--- src/design/rv32i_isa_pkg.sv ---
`default_nettype none

package rv32i_isa_pkg;

    localparam int XLEN = 32;
    localparam int NUM_REGS = 32;

    // funct7 values accepted on the reg format.
    localparam logic [6:0] FUNCT7_BASE = 7'h00;
    localparam logic [6:0] FUNCT7_ALT  = 7'h20;

    typedef logic [4:0] reg_idx_t;

    // ~~~~~~~~~~~~~~~~~~~~~~~~~~~~~~~~~~~~~~~~~~~~~~~~~~
    // major opcodes, low seven bits of the instruction.
    typedef enum logic [6:0] {
        op_lui   = 7'b0110111,
        op_auipc = 7'b0010111,
        op_jal   = 7'b1101111,
        op_jalr  = 7'b1100111,
        op_br    = 7'b1100011,
        op_load  = 7'b0000011,
        op_store = 7'b0100011,
        op_imm   = 7'b0010011,
        op_reg   = 7'b0110011
    } rv32i_opcode;

    typedef enum logic [2:0] {
        beq  = 3'b000,
        bne  = 3'b001,
        blt  = 3'b100,
        bge  = 3'b101,
        bltu = 3'b110,
        bgeu = 3'b111
    } branch_funct3_t;

    // ~~~~~~~~~~~~~~~~~~~~~~~~~~~~~~~~~~~~~~~~~~~~~~~~~~
    // all immediates are sign extended to full width.
    typedef struct packed {
        logic [XLEN-1:0] i;
        logic [XLEN-1:0] s;
        logic [XLEN-1:0] b;
        logic [XLEN-1:0] u;
        logic [XLEN-1:0] j;
    } rv32i_imm_t;

endpackage

`default_nettype wire

--- src/design/rv32i_ctrl_pkg.sv ---
`default_nettype none

package rv32i_ctrl_pkg;

    typedef enum logic [2:0] {
        alu_add = 3'b000,
        alu_sll = 3'b001,
        alu_sra = 3'b010,
        alu_sub = 3'b011,
        alu_xor = 3'b100,
        alu_srl = 3'b101,
        alu_or  = 3'b110,
        alu_and = 3'b111
    } alu_ops_t;

    typedef enum logic {
        cmpmux_rs2   = 1'b0,
        cmpmux_i_imm = 1'b1
    } cmpmux_sel_t;

    typedef enum logic {
        alumux1_rs1 = 1'b0,
        alumux1_pc  = 1'b1
    } alumux1_sel_t;

    typedef enum logic [2:0] {
        alumux2_i_imm = 3'b000,
        alumux2_u_imm = 3'b001,
        alumux2_b_imm = 3'b010,
        alumux2_s_imm = 3'b011,
        alumux2_j_imm = 3'b100,
        alumux2_rs2   = 3'b101
    } alumux2_sel_t;

    typedef enum logic [2:0] {
        regfilemux_alu_out  = 3'b000,
        regfilemux_br_en    = 3'b001,
        regfilemux_u_imm    = 3'b010,
        regfilemux_lw       = 3'b011,
        regfilemux_pc_plus4 = 3'b100
    } regfilemux_sel_t;

    // ~~~~~~~~~~~~~~~~~~~~~~~~~~~~~~~~~~~~~~~~~~~~~~~~~~
    typedef struct packed {
        rv32i_isa_pkg::rv32i_opcode    opcode;
        alu_ops_t                      aluop;
        rv32i_isa_pkg::branch_funct3_t cmpop;
        cmpmux_sel_t                   cmpmux_sel;
        alumux1_sel_t                  alumux1_sel;
        alumux2_sel_t                  alumux2_sel;
        regfilemux_sel_t               regfilemux_sel;
        logic                          load_regfile;
        logic                          mem_read;
        logic                          mem_write;
        logic                          illegal;
    } rv32i_control_word;

    typedef struct packed {
        logic                           valid;
        logic [rv32i_isa_pkg::XLEN-1:0] pc;
        logic [rv32i_isa_pkg::XLEN-1:0] instr;
    } if_id_t;

    typedef struct packed {
        logic                           valid;
        rv32i_control_word              ctrl;
        logic [rv32i_isa_pkg::XLEN-1:0] instr;
        logic [rv32i_isa_pkg::XLEN-1:0] pc;
        logic [rv32i_isa_pkg::XLEN-1:0] rs1_data;
        logic [rv32i_isa_pkg::XLEN-1:0] rs2_data;
        rv32i_isa_pkg::rv32i_imm_t      imm;
        rv32i_isa_pkg::reg_idx_t        rd;
        logic                           br_en;
    } id_ex_t;

endpackage

`default_nettype wire

--- src/design/branch_cmp.sv ---
`default_nettype none

module branch_cmp (
    input  wire rv32i_isa_pkg::branch_funct3_t  cmpop_i,
    input  wire logic [rv32i_isa_pkg::XLEN-1:0] a_i,
    input  wire logic [rv32i_isa_pkg::XLEN-1:0] b_i,
    output logic                                br_en_o
);

    logic eq;
    logic lt_s;
    logic lt_u;

    assign eq   = (a_i == b_i);
    assign lt_s = ($signed(a_i) < $signed(b_i));
    assign lt_u = (a_i < b_i);

    always_comb begin
        case (cmpop_i)
            rv32i_isa_pkg::beq:  br_en_o = eq;
            rv32i_isa_pkg::bne:  br_en_o = !eq;
            rv32i_isa_pkg::blt:  br_en_o = lt_s;
            rv32i_isa_pkg::bge:  br_en_o = !lt_s;
            rv32i_isa_pkg::bltu: br_en_o = lt_u;
            rv32i_isa_pkg::bgeu: br_en_o = !lt_u;
            default:             br_en_o = 1'b0;   // funct3 010 and 011.
        endcase
    end

endmodule

`default_nettype wire

--- src/design/control_rom.sv ---
`default_nettype none

module control_rom (
    input  wire rv32i_isa_pkg::rv32i_opcode     opcode_i,
    input  wire logic [2:0]                     funct3_i,
    input  wire logic [6:0]                     funct7_i,
    output rv32i_ctrl_pkg::rv32i_control_word   ctrl_o
);

    logic is_reg;

    assign is_reg = (opcode_i == rv32i_isa_pkg::op_reg);

    always_comb begin
        // defaults, a plain rs1 + i_imm add that writes nothing.
        ctrl_o.opcode         = opcode_i;
        ctrl_o.aluop          = rv32i_ctrl_pkg::alu_add;
        ctrl_o.cmpop          = rv32i_isa_pkg::branch_funct3_t'(funct3_i);
        ctrl_o.cmpmux_sel     = rv32i_ctrl_pkg::cmpmux_rs2;
        ctrl_o.alumux1_sel    = rv32i_ctrl_pkg::alumux1_rs1;
        ctrl_o.alumux2_sel    = rv32i_ctrl_pkg::alumux2_i_imm;
        ctrl_o.regfilemux_sel = rv32i_ctrl_pkg::regfilemux_alu_out;
        ctrl_o.load_regfile   = 1'b0;
        ctrl_o.mem_read       = 1'b0;
        ctrl_o.mem_write      = 1'b0;
        ctrl_o.illegal        = 1'b0;

        // ~~~~~~~~~~~~~~~~~~~~~~~~~~~~~~~~~~~~~~~~~~~~~~~~~~
        case (opcode_i)
            rv32i_isa_pkg::op_lui: begin
                ctrl_o.load_regfile   = 1'b1;
                ctrl_o.regfilemux_sel = rv32i_ctrl_pkg::regfilemux_u_imm;
            end
            rv32i_isa_pkg::op_auipc: begin
                ctrl_o.load_regfile = 1'b1;
                ctrl_o.alumux1_sel  = rv32i_ctrl_pkg::alumux1_pc;
                ctrl_o.alumux2_sel  = rv32i_ctrl_pkg::alumux2_u_imm;
            end
            rv32i_isa_pkg::op_jal: begin
                ctrl_o.load_regfile   = 1'b1;
                ctrl_o.alumux1_sel    = rv32i_ctrl_pkg::alumux1_pc;
                ctrl_o.alumux2_sel    = rv32i_ctrl_pkg::alumux2_j_imm;
                ctrl_o.regfilemux_sel = rv32i_ctrl_pkg::regfilemux_pc_plus4;
            end
            rv32i_isa_pkg::op_jalr: begin
                ctrl_o.load_regfile   = 1'b1;
                ctrl_o.regfilemux_sel = rv32i_ctrl_pkg::regfilemux_pc_plus4;
            end
            rv32i_isa_pkg::op_br: begin   // target is pc + b_imm.
                ctrl_o.alumux1_sel = rv32i_ctrl_pkg::alumux1_pc;
                ctrl_o.alumux2_sel = rv32i_ctrl_pkg::alumux2_b_imm;
            end
            rv32i_isa_pkg::op_load: begin
                ctrl_o.load_regfile   = 1'b1;
                ctrl_o.mem_read       = 1'b1;
                ctrl_o.regfilemux_sel = rv32i_ctrl_pkg::regfilemux_lw;
            end
            rv32i_isa_pkg::op_store: begin
                ctrl_o.mem_write   = 1'b1;
                ctrl_o.alumux2_sel = rv32i_ctrl_pkg::alumux2_s_imm;
            end
            rv32i_isa_pkg::op_imm, rv32i_isa_pkg::op_reg: begin
                ctrl_o.load_regfile = 1'b1;
                if (is_reg) begin
                    ctrl_o.alumux2_sel = rv32i_ctrl_pkg::alumux2_rs2;
                    ctrl_o.illegal     = (funct7_i != rv32i_isa_pkg::FUNCT7_BASE) &&
                                         (funct7_i != rv32i_isa_pkg::FUNCT7_ALT);
                end
                case (funct3_i)
                    3'b000: ctrl_o.aluop = (is_reg && funct7_i[5]) ?
                                           rv32i_ctrl_pkg::alu_sub : rv32i_ctrl_pkg::alu_add;
                    3'b001: ctrl_o.aluop = rv32i_ctrl_pkg::alu_sll;
                    3'b010, 3'b011: begin   // slt forms go through the comparator.
                        ctrl_o.cmpop          = funct3_i[0] ? rv32i_isa_pkg::bltu
                                                            : rv32i_isa_pkg::blt;
                        ctrl_o.cmpmux_sel     = is_reg ? rv32i_ctrl_pkg::cmpmux_rs2
                                                       : rv32i_ctrl_pkg::cmpmux_i_imm;
                        ctrl_o.regfilemux_sel = rv32i_ctrl_pkg::regfilemux_br_en;
                    end
                    3'b100: ctrl_o.aluop = rv32i_ctrl_pkg::alu_xor;
                    3'b101: ctrl_o.aluop = funct7_i[5] ? rv32i_ctrl_pkg::alu_sra
                                                       : rv32i_ctrl_pkg::alu_srl;
                    3'b110: ctrl_o.aluop = rv32i_ctrl_pkg::alu_or;
                    default: ctrl_o.aluop = rv32i_ctrl_pkg::alu_and;
                endcase
            end
            default: ctrl_o.illegal = 1'b1;   // unknown opcode.
        endcase

        if (ctrl_o.illegal) begin
            ctrl_o.load_regfile = 1'b0;
            ctrl_o.mem_write    = 1'b0;
        end
    end

endmodule

`default_nettype wire

--- src/design/id_ex_reg.sv ---
`default_nettype none

module id_ex_reg (
    input  wire logic                   clk,
    input  wire logic                   rst_i,
    input  wire logic                   stall_i,
    input  wire rv32i_ctrl_pkg::id_ex_t decoded_i,
    output rv32i_ctrl_pkg::id_ex_t      id_ex_o
);

    logic                   valid_q;
    rv32i_ctrl_pkg::id_ex_t record_q;

    // a stall cycle becomes one bubble downstream.
    always_ff @(posedge clk) begin
        if (rst_i) begin
            valid_q <= 1'b0;
        end else begin
            valid_q <= decoded_i.valid && !stall_i;
        end
    end

    always_ff @(posedge clk) begin
        record_q <= decoded_i;
    end

    always_comb begin
        id_ex_o       = record_q;
        id_ex_o.valid = valid_q;   // only the registered valid counts.
    end

endmodule

`default_nettype wire

--- src/design/id_stage.sv ---
`default_nettype none

module id_stage (
    input  wire logic                           clk,
    input  wire logic                           rst_i,
    input  wire rv32i_ctrl_pkg::if_id_t         ifid_i,
    input  wire logic                           wb_load_i,
    input  wire rv32i_isa_pkg::reg_idx_t        wb_rd_i,
    input  wire logic [rv32i_isa_pkg::XLEN-1:0] wb_data_i,
    output rv32i_ctrl_pkg::id_ex_t              decoded_o
);

    logic [rv32i_isa_pkg::XLEN-1:0]    instr;
    rv32i_isa_pkg::rv32i_opcode        opcode;
    logic [2:0]                        funct3;
    logic [6:0]                        funct7;
    rv32i_isa_pkg::reg_idx_t           rs1;
    rv32i_isa_pkg::reg_idx_t           rs2;
    rv32i_isa_pkg::reg_idx_t           rd;
    rv32i_isa_pkg::rv32i_imm_t         imm;
    rv32i_ctrl_pkg::rv32i_control_word ctrl;
    logic [rv32i_isa_pkg::XLEN-1:0]    rs1_data;
    logic [rv32i_isa_pkg::XLEN-1:0]    rs2_data;
    logic [rv32i_isa_pkg::XLEN-1:0]    cmp_b;
    logic                              br_en;

    // ~~~~~~~~~~~~~~~~~~~~~~~~~~~~~~~~~~~~~~~~~~~~~~~~~~
    assign instr  = ifid_i.instr;
    assign opcode = rv32i_isa_pkg::rv32i_opcode'(instr[6:0]);
    assign funct3 = instr[14:12];
    assign funct7 = instr[31:25];
    assign rs1    = instr[19:15];
    assign rs2    = instr[24:20];
    assign rd     = instr[11:7];

    assign imm.i = {{21{instr[31]}}, instr[30:20]};
    assign imm.s = {{21{instr[31]}}, instr[30:25], instr[11:7]};
    assign imm.b = {{20{instr[31]}}, instr[7], instr[30:25], instr[11:8], 1'b0};
    assign imm.u = {instr[31:12], 12'h000};
    assign imm.j = {{12{instr[31]}}, instr[19:12], instr[20], instr[30:21], 1'b0};

    assign cmp_b = (ctrl.cmpmux_sel == rv32i_ctrl_pkg::cmpmux_i_imm) ? imm.i : rs2_data;

    control_rom control_rom_i (
        .opcode_i (opcode),
        .funct3_i (funct3),
        .funct7_i (funct7),
        .ctrl_o   (ctrl)
    );

    regfile regfile_i (
        .clk        (clk),
        .rst_i      (rst_i),
        .load_i     (wb_load_i),
        .wr_idx_i   (wb_rd_i),
        .wr_data_i  (wb_data_i),
        .rs1_idx_i  (rs1),
        .rs2_idx_i  (rs2),
        .rs1_data_o (rs1_data),
        .rs2_data_o (rs2_data)
    );

    branch_cmp branch_cmp_i (
        .cmpop_i (ctrl.cmpop),
        .a_i     (rs1_data),
        .b_i     (cmp_b),
        .br_en_o (br_en)
    );

    // ~~~~~~~~~~~~~~~~~~~~~~~~~~~~~~~~~~~~~~~~~~~~~~~~~~
    always_comb begin
        decoded_o.valid    = ifid_i.valid;
        decoded_o.ctrl     = ctrl;
        decoded_o.instr    = instr;
        decoded_o.pc       = ifid_i.pc;
        decoded_o.rs1_data = rs1_data;
        decoded_o.rs2_data = rs2_data;
        decoded_o.imm      = imm;
        decoded_o.rd       = rd;
        decoded_o.br_en    = br_en;
    end

endmodule

`default_nettype wire

--- src/design/id_top.sv ---
`default_nettype none

module id_top (
    input  wire logic                           clk,
    input  wire logic                           rst_i,
    input  wire logic                           fetch_valid_i,
    input  wire logic [rv32i_isa_pkg::XLEN-1:0] fetch_instr_i,
    input  wire logic [rv32i_isa_pkg::XLEN-1:0] fetch_pc_i,
    input  wire logic                           stall_i,
    input  wire logic                           flush_i,
    input  wire logic                           wb_load_i,
    input  wire rv32i_isa_pkg::reg_idx_t        wb_rd_i,
    input  wire logic [rv32i_isa_pkg::XLEN-1:0] wb_data_i,
    output rv32i_ctrl_pkg::id_ex_t              id_ex_o
);

    rv32i_ctrl_pkg::if_id_t ifid;
    rv32i_ctrl_pkg::id_ex_t decoded;

    if_id_reg if_id_reg_i (
        .clk           (clk),
        .rst_i         (rst_i),
        .stall_i       (stall_i),
        .flush_i       (flush_i),
        .fetch_valid_i (fetch_valid_i),
        .fetch_instr_i (fetch_instr_i),
        .fetch_pc_i    (fetch_pc_i),
        .ifid_o        (ifid)
    );

    id_stage id_stage_i (
        .clk       (clk),
        .rst_i     (rst_i),
        .ifid_i    (ifid),
        .wb_load_i (wb_load_i),
        .wb_rd_i   (wb_rd_i),
        .wb_data_i (wb_data_i),
        .decoded_o (decoded)
    );

    id_ex_reg id_ex_reg_i (
        .clk       (clk),
        .rst_i     (rst_i),
        .stall_i   (stall_i),
        .decoded_i (decoded),
        .id_ex_o   (id_ex_o)
    );

endmodule

`default_nettype wire

--- src/design/if_id_reg.sv ---
`default_nettype none

module if_id_reg (
    input  wire logic                           clk,
    input  wire logic                           rst_i,
    input  wire logic                           stall_i,
    input  wire logic                           flush_i,
    input  wire logic                           fetch_valid_i,
    input  wire logic [rv32i_isa_pkg::XLEN-1:0] fetch_instr_i,
    input  wire logic [rv32i_isa_pkg::XLEN-1:0] fetch_pc_i,
    output rv32i_ctrl_pkg::if_id_t              ifid_o
);

    logic                           valid_q;
    logic [rv32i_isa_pkg::XLEN-1:0] pc_q;
    logic [rv32i_isa_pkg::XLEN-1:0] instr_q;

    // flush beats stall, stall beats load.
    always_ff @(posedge clk) begin
        if (rst_i || flush_i) begin
            valid_q <= 1'b0;
        end else if (!stall_i) begin
            valid_q <= fetch_valid_i;
        end
    end

    always_ff @(posedge clk) begin
        if (!stall_i) begin
            pc_q    <= fetch_pc_i;
            instr_q <= fetch_instr_i;
        end
    end

    assign ifid_o.valid = valid_q;
    assign ifid_o.pc    = pc_q;
    assign ifid_o.instr = instr_q;

endmodule

`default_nettype wire

--- src/design/regfile.sv ---
`default_nettype none

module regfile (
    input  wire logic                           clk,
    input  wire logic                           rst_i,
    input  wire logic                           load_i,
    input  wire rv32i_isa_pkg::reg_idx_t        wr_idx_i,
    input  wire logic [rv32i_isa_pkg::XLEN-1:0] wr_data_i,
    input  wire rv32i_isa_pkg::reg_idx_t        rs1_idx_i,
    input  wire rv32i_isa_pkg::reg_idx_t        rs2_idx_i,
    output logic [rv32i_isa_pkg::XLEN-1:0]      rs1_data_o,
    output logic [rv32i_isa_pkg::XLEN-1:0]      rs2_data_o
);

    logic [rv32i_isa_pkg::XLEN-1:0] regs [rv32i_isa_pkg::NUM_REGS];

    always_ff @(posedge clk) begin
        if (rst_i) begin
            for (int i = 0; i < rv32i_isa_pkg::NUM_REGS; i++) begin
                regs[i] <= '0;
            end
        end else if (load_i && (wr_idx_i != '0)) begin   // x0 is never written.
            regs[wr_idx_i] <= wr_data_i;
        end
    end

    // one read port, x0 first, then the write bypass.
    function automatic logic [rv32i_isa_pkg::XLEN-1:0] read_port(
        input rv32i_isa_pkg::reg_idx_t idx
    );
        logic [rv32i_isa_pkg::XLEN-1:0] val;
        if (idx == '0) begin
            val = '0;
        end else if (load_i && (wr_idx_i == idx)) begin
            val = wr_data_i;   // same-cycle write seen by the reader.
        end else begin
            val = regs[idx];
        end
        return val;
    endfunction

    always_comb begin
        rs1_data_o = read_port(rs1_idx_i);
        rs2_data_o = read_port(rs2_idx_i);
    end

endmodule

`default_nettype wire

--- config.mk ---
export PLATFORM = sky130hd
export DESIGN_NAME = id_top
export DESIGN_NICKNAME = d
export VERILOG_FILES = /design/src/design/rv32i_isa_pkg.sv /design/src/design/rv32i_ctrl_pkg.sv /design/src/design/branch_cmp.sv /design/src/design/control_rom.sv /design/src/design/id_ex_reg.sv /design/src/design/id_stage.sv /design/src/design/id_top.sv /design/src/design/if_id_reg.sv /design/src/design/regfile.sv
export SDC_FILE = /design/constraint.sdc
export NUM_CORES = 2
export LEC_CHECK = 0
export ABC_AREA = 0
export BUFFER_PORTS_ARGS = -buffer_cell sky130_fd_sc_hd__buf_4
export CORE_UTILIZATION = 65
export CTS_CLUSTER_DIAMETER = 80
export DETAILED_ROUTE_END_ITERATION = 6
export PLACE_DENSITY = 0.95
export SETUP_SLACK_MARGIN = 0.3
export SYNTH_ARGS = -nofsm -noshare
export SYNTH_HDL_FRONTEND = slang
export SYNTH_SLANG_ARGS = --single-unit
--- constraint.sdc ---
create_clock -name clk -period 6.6 [get_ports clk]
set_clock_uncertainty 0.15 [all_clocks]
set_input_delay 0.33 -clock clk [delete_from_list [all_inputs] [get_ports clk]]
set_output_delay 0.33 -clock clk [all_outputs]
set_load 0.05 [all_outputs]
==> impl_metrics.env, run 1 <==
export IMPL_synth_edff_count=1088
export IMPL_stop_stage="5_1_grt"
export IMPL_numPortBuffers=412
export IMPL_die_x_um=313
export IMPL_clock_sinks=1247
export IMPL_dp_hpwl_mm=128
export IMPL_firstError="[ERROR GRT-0232] Routing congestion too high. Check the congestion heatmap in the GUI."
export IMPL_ioPinCount=427
export IMPL_track_usage_pct=75.8
export IMPL_yosysMostFrequentCell="edfxtp_1"
export IMPL_gr_total_overflow=239
export IMPL_place_congestion=0.953
export IMPL_yosysTopAreaCell="edfxtp_1"
export IMPL_netlist_area_um2=62800
export IMPL_postGrtWorstEndpoint="id_ex_reg_i.id_ex_o[0]$_DFF_P_/D"
export IMPL_yosys_top_cells_count="edfxtp_1, and2_1, mux4_2, clkbuf_1, buf_4"
export IMPL_syn_area_per_cell_um2=15.9
export IMPL_htreeDepth=3
export IMPL_outcome="aborted with a tool error"
export IMPL_synth_top_area_share_pct=52.0
export IMPL_worstEndpointType="register data pin"
export IMPL_ys_flop_type="edfxtp_1"
export IMPL_async_flop_share_pct=0
export IMPL_synth_top_cells_by_area="edfxtp_1, mux4_2, and2_1"
export IMPL_cts_root_buf="clkbuf_16"
export IMPL_start_util_pct=65.9
export IMPL_seq_area_frac_synth_pct=57.1
export IMPL_antenna_found_initial=80
export IMPL_grt_max_degree=77
export IMPL_clockBufferDepth=3
export IMPL_rows=113
export IMPL_synthCells=3939
export IMPL_cts_made_buffers=117
export IMPL_yosys_warnings=0
export IMPL_die_h_um=313
export IMPL_ys_types=55
export IMPL_postCtsResizedCells=0
export IMPL_placed_cells=5239
export IMPL_synth_seq_cells=1247
## kinds of logic after synthesis
| kind of cell | synth area share (%) |
|---|---|
| DFF | 57.1 |
| and+or+nand+nor | 11.8 |
| muxes | 24.4 |
| buffers and inverters | 4.56 |
| AOI/OAI and AO/OA | 1.31 |
| adders and majority gates | 0.638 |
| xor gates and xnor gates | 0.153 |
| other | 0.00597 |
## routing by layer
layer	track usage [%]	GRT overflow
met3	72.5	8
met1	71.2	14
met4	70.8	108
met2	86.6	109
met5	63.3	0
## what timing repair did
item	in CTS
buffers inserted	0
hold buffers	86
hold endpoints to repair	110
## per-stage QoR
| step | instance area [um^2] | setup slack, ns |
|---|---|---|
| after global placement | 66100 | 1.54 |
| after CTS | 70900 | 1.01 |
| after detailed placement | 66100 | 1.40 |
| after floorplan | 62900 | 2.62 |
==> run 2: changes to the inputs <==
--- a/config.mk
+++ b/config.mk
@@ -7,11 +7,9 @@
 export LEC_CHECK = 0
 export ABC_AREA = 0
 export BUFFER_PORTS_ARGS = -buffer_cell sky130_fd_sc_hd__buf_4
-export CORE_UTILIZATION = 65
-export CTS_CLUSTER_DIAMETER = 80
+export CORE_UTILIZATION = 40
 export DETAILED_ROUTE_END_ITERATION = 6
-export PLACE_DENSITY = 0.95
-export SETUP_SLACK_MARGIN = 0.3
+export PLACE_DENSITY_LB_ADDON = 0.15
 export SYNTH_ARGS = -nofsm -noshare
 export SYNTH_HDL_FRONTEND = slang
 export SYNTH_SLANG_ARGS = --single-unit
==> impl_metrics.env, run 2 <==
export IMPL_maxCapViolCount=0
export IMPL_yosysTopAreaCell="edfxtp_1"
export IMPL_async_flop_share_pct=0
export IMPL_place_congestion=0.846
export IMPL_peakVddDrop_v=0.000280
export IMPL_dp_hpwl_mm=130
export IMPL_antenna_found_initial=16
export IMPL_fmax_mhz=170
export IMPL_drt_initial_drc_count=4133
export IMPL_path_delay_family="multiplexers"
export IMPL_regMostFlops="id_stage_i.regfile_i.regs"
export IMPL_synth_mux_area_share_pct=24.4
export IMPL_synth_adder_area_share_pct=0.638
export IMPL_final_common_cell="edfxtp_1"
export IMPL_die_h_um=398
export IMPL_slew_viol_final=0
export IMPL_synthSimpleGateAreaFrac_pct=11.8
export IMPL_synth_seq_cells=1247
export IMPL_dieArea_um2=159000
export IMPL_grtUsageMet1_pct=35.1
export IMPL_ys_types=55
export IMPL_synth_top_cells_by_area="edfxtp_1, mux4_2, and2_1"
export IMPL_post_cts_buffers=0
export IMPL_crit_path_end_kind="flop"
export IMPL_slowest_stage="nor4_1"
export IMPL_numPortBuffers=412
export IMPL_final_cell_mix="edfxtp_1, and2_1, mux4_2, buf_4, dfxtp_1"
export IMPL_htreeDepth=4
export IMPL_start_util_pct=40.2
export IMPL_min_path_type="in2reg"
export IMPL_vias_per_cell=5.84
export IMPL_synth_edff_count=1088
export IMPL_drive_gt1_share_pct=33.7
export IMPL_postCtsResizedCells=0
export IMPL_p_per_area_nw_per_um2=299
export IMPL_path_clk_slew_ns=0.07
export IMPL_ys_flop_type="edfxtp_1"
export IMPL_clockBufferDepth=3
export IMPL_crit_fanout=28
export IMPL_start_kind="flop"
export IMPL_cts_tree="done"
export IMPL_first_pass_iters=6
export IMPL_nFillCells=13300
export IMPL_grt_util_met3_pct=4.61
export IMPL_track_usage_pct=27.4
export IMPL_slew_limit_headroom_pct=17.9
export IMPL_power_mw=21.7
export IMPL_grt_pass1_vias=37100
export IMPL_fin_crit_sh_pct=88.9
export IMPL_routed_wl_mm=218
export IMPL_yosys_top_cells_count="edfxtp_1, and2_1, mux4_2, clkbuf_1, buf_4"
export IMPL_area_growth_pct=15.9
export IMPL_cts_root_buf="clkbuf_16"
export IMPL_min_period_ns=5.87
export IMPL_met2_usage_pct=46.9
export IMPL_core_area_um2=156000
export IMPL_seq_area_frac_synth_pct=57.1
export IMPL_drc=0
export IMPL_die_x_um=398
export IMPL_synth_top_family_by_area="multiplexers"
export IMPL_yosysMostFrequentCell="edfxtp_1"
export IMPL_setup_viol=0
export IMPL_synth_xor_area_share_pct=0.153
export IMPL_path_cells="buf_4 > mux4_2 > mux4_2 > mux2i_1 > a21oi_1 > a21oi_1 > ha_1 > nand4_1 > nor4_1 > o21ai_0 > a31oi_1 > buf_4 > or3_1 > o311a_1 > nand4_1"
export IMPL_wl_per_cell_um=34.2
export IMPL_cpPeakStageDelay_ns=0.95
export IMPL_worst_pin_slew_ns=1.23
export IMPL_grt_max_degree=77
export IMPL_top_usage_layer="met2"
export IMPL_synthCells=3939
export IMPL_synth_top_area_share_pct=52.0
export IMPL_cp_required_ns=7.11
export IMPL_cts_made_buffers=140
export IMPL_grt_pass1_wl_mm=299
export IMPL_clock_sinks=1247
export IMPL_finalHoldViolCount=0
export IMPL_clk_latency_ns=0.79
export IMPL_syn_area_per_cell_um2=15.9
export IMPL_antenna_violating_nets_post_route=0
export IMPL_yosys_warnings=0
export IMPL_ioPinCount=427
export IMPL_rows=145
export IMPL_outcome="complete, no violations"
export IMPL_rsz0062_at_grt="no"
export IMPL_num_vias=37300
export IMPL_netlist_area_um2=62800
export IMPL_final_nets=4348
export IMPL_tns_ns=0
export IMPL_worst_setup_path_type="reg2reg"
export IMPL_leakage_nw=25.7
export IMPL_largest_reg_flops=1024
export IMPL_synth_compound_area_share_pct=1.31
export IMPL_gr_total_overflow=0
export IMPL_cp_buffers_inverters=2
export IMPL_arrival_ns=6.37
run 2: cell counts after synthesis:
No cell type changed its count.
run 2: what timing repair did:
item,in CTS,in global routing
hold buffers,100,0
endpoints found under the hold margin,1120,0
setup endpoints to repair,0,0
run 2: logic make-up after synthesis:
family,count (synthesis)
AND/OR/NAND/NOR,1235
multiplexers,727
XOR/XNOR,11
AO/OA/AOI/OAI,130
adder cells (fa/ha/maj),32
buffers and inverters,556
flip-flops,1247
other,1
run 2: final timing paths:
path | to | slack (ns) | cells past startpoint | from
hold / removal | if_id_reg_i.instr_q[10]$_DFFE_PN_ | 0.13 | 2 | fetch_instr_i[10]
hold reg to reg | id_ex_reg_i.id_ex_o[257]$_DFF_P_ | 0.19 | 0 | if_id_reg_i.pc_q[27]$_DFFE_PN_
setup reg to reg | id_ex_reg_i.id_ex_o[0]$_DFF_P_ | 0.73 | 15 | flop
setup / recovery | id_ex_reg_i.id_ex_o[0]$_DFF_P_ | 0.73 | 15 | flop
run 2: stage by stage:
step                std cells  setup WS [ns]  hold slack, ns  cell area, um^2  util [%]
finish                   6389          0.735           0.125            72700      46.6
global route             6382          0.578           0.108            72700      46.6
CTS                      6378          0.705          0.0733            72700      46.6
detailed placement       6025          0.722           0.177            67300      43.1
global placement         6025          0.731           0.175            67300      43.1
floorplan                3984           2.62           0.173            62900         -
run 2: worst reg2reg max path: stages (launching register included):
cell,delay [ns]
dfxtp_4,0.82
buf_4,0.50
mux4_2,0.58
mux4_2,0.55
mux2i_1,0.36
a21oi_1,0.15
a21oi_1,0.16
ha_1,0.14
nand4_1,0.20
nor4_1,0.95
o21ai_0,0.36
a31oi_1,0.29
buf_4,0.17
or3_1,0.11
o311a_1,0.16
nand4_1,0.10
run 2: cell type report:
| type | count | area [um^2] | area share [%] |
|---|---|---|---|
| multi-input combinational | 2181 | 24500 | 33.7 |
| clock buffer | 194 | 3870 | 5.33 |
| sequential | 1247 | 35900 | 49.3 |
| timing repair buffer | 635 | 5270 | 7.24 |
| tap | 2058 | 2570 | 3.54 |
| inverter | 4 | 15.0 | 0.0206 |
| antenna | 11 | 27.5 | 0.0378 |
| clock inverter | 59 | 572 | 0.786 |
run 2: metal layers:
metal / routed length (um) / part of all wire (%) / vias up
met3: 15400 / 7.0 / 348
li1: - / - / 15400
met5: 11 / 0.0050 / -
met2: 109000 / 50 / 1716
met1: 86300 / 40 / 19900
met4: 7310 / 3.3 / 2
run 2: report_power, final:
part / internal [mW] / switching (mW)
combinational: 1.72 / 2.65
sequential: 9.13 / 0.448
clock: 4.49 / 3.27
No activity file was read; power rests on OpenSTA's default activity.
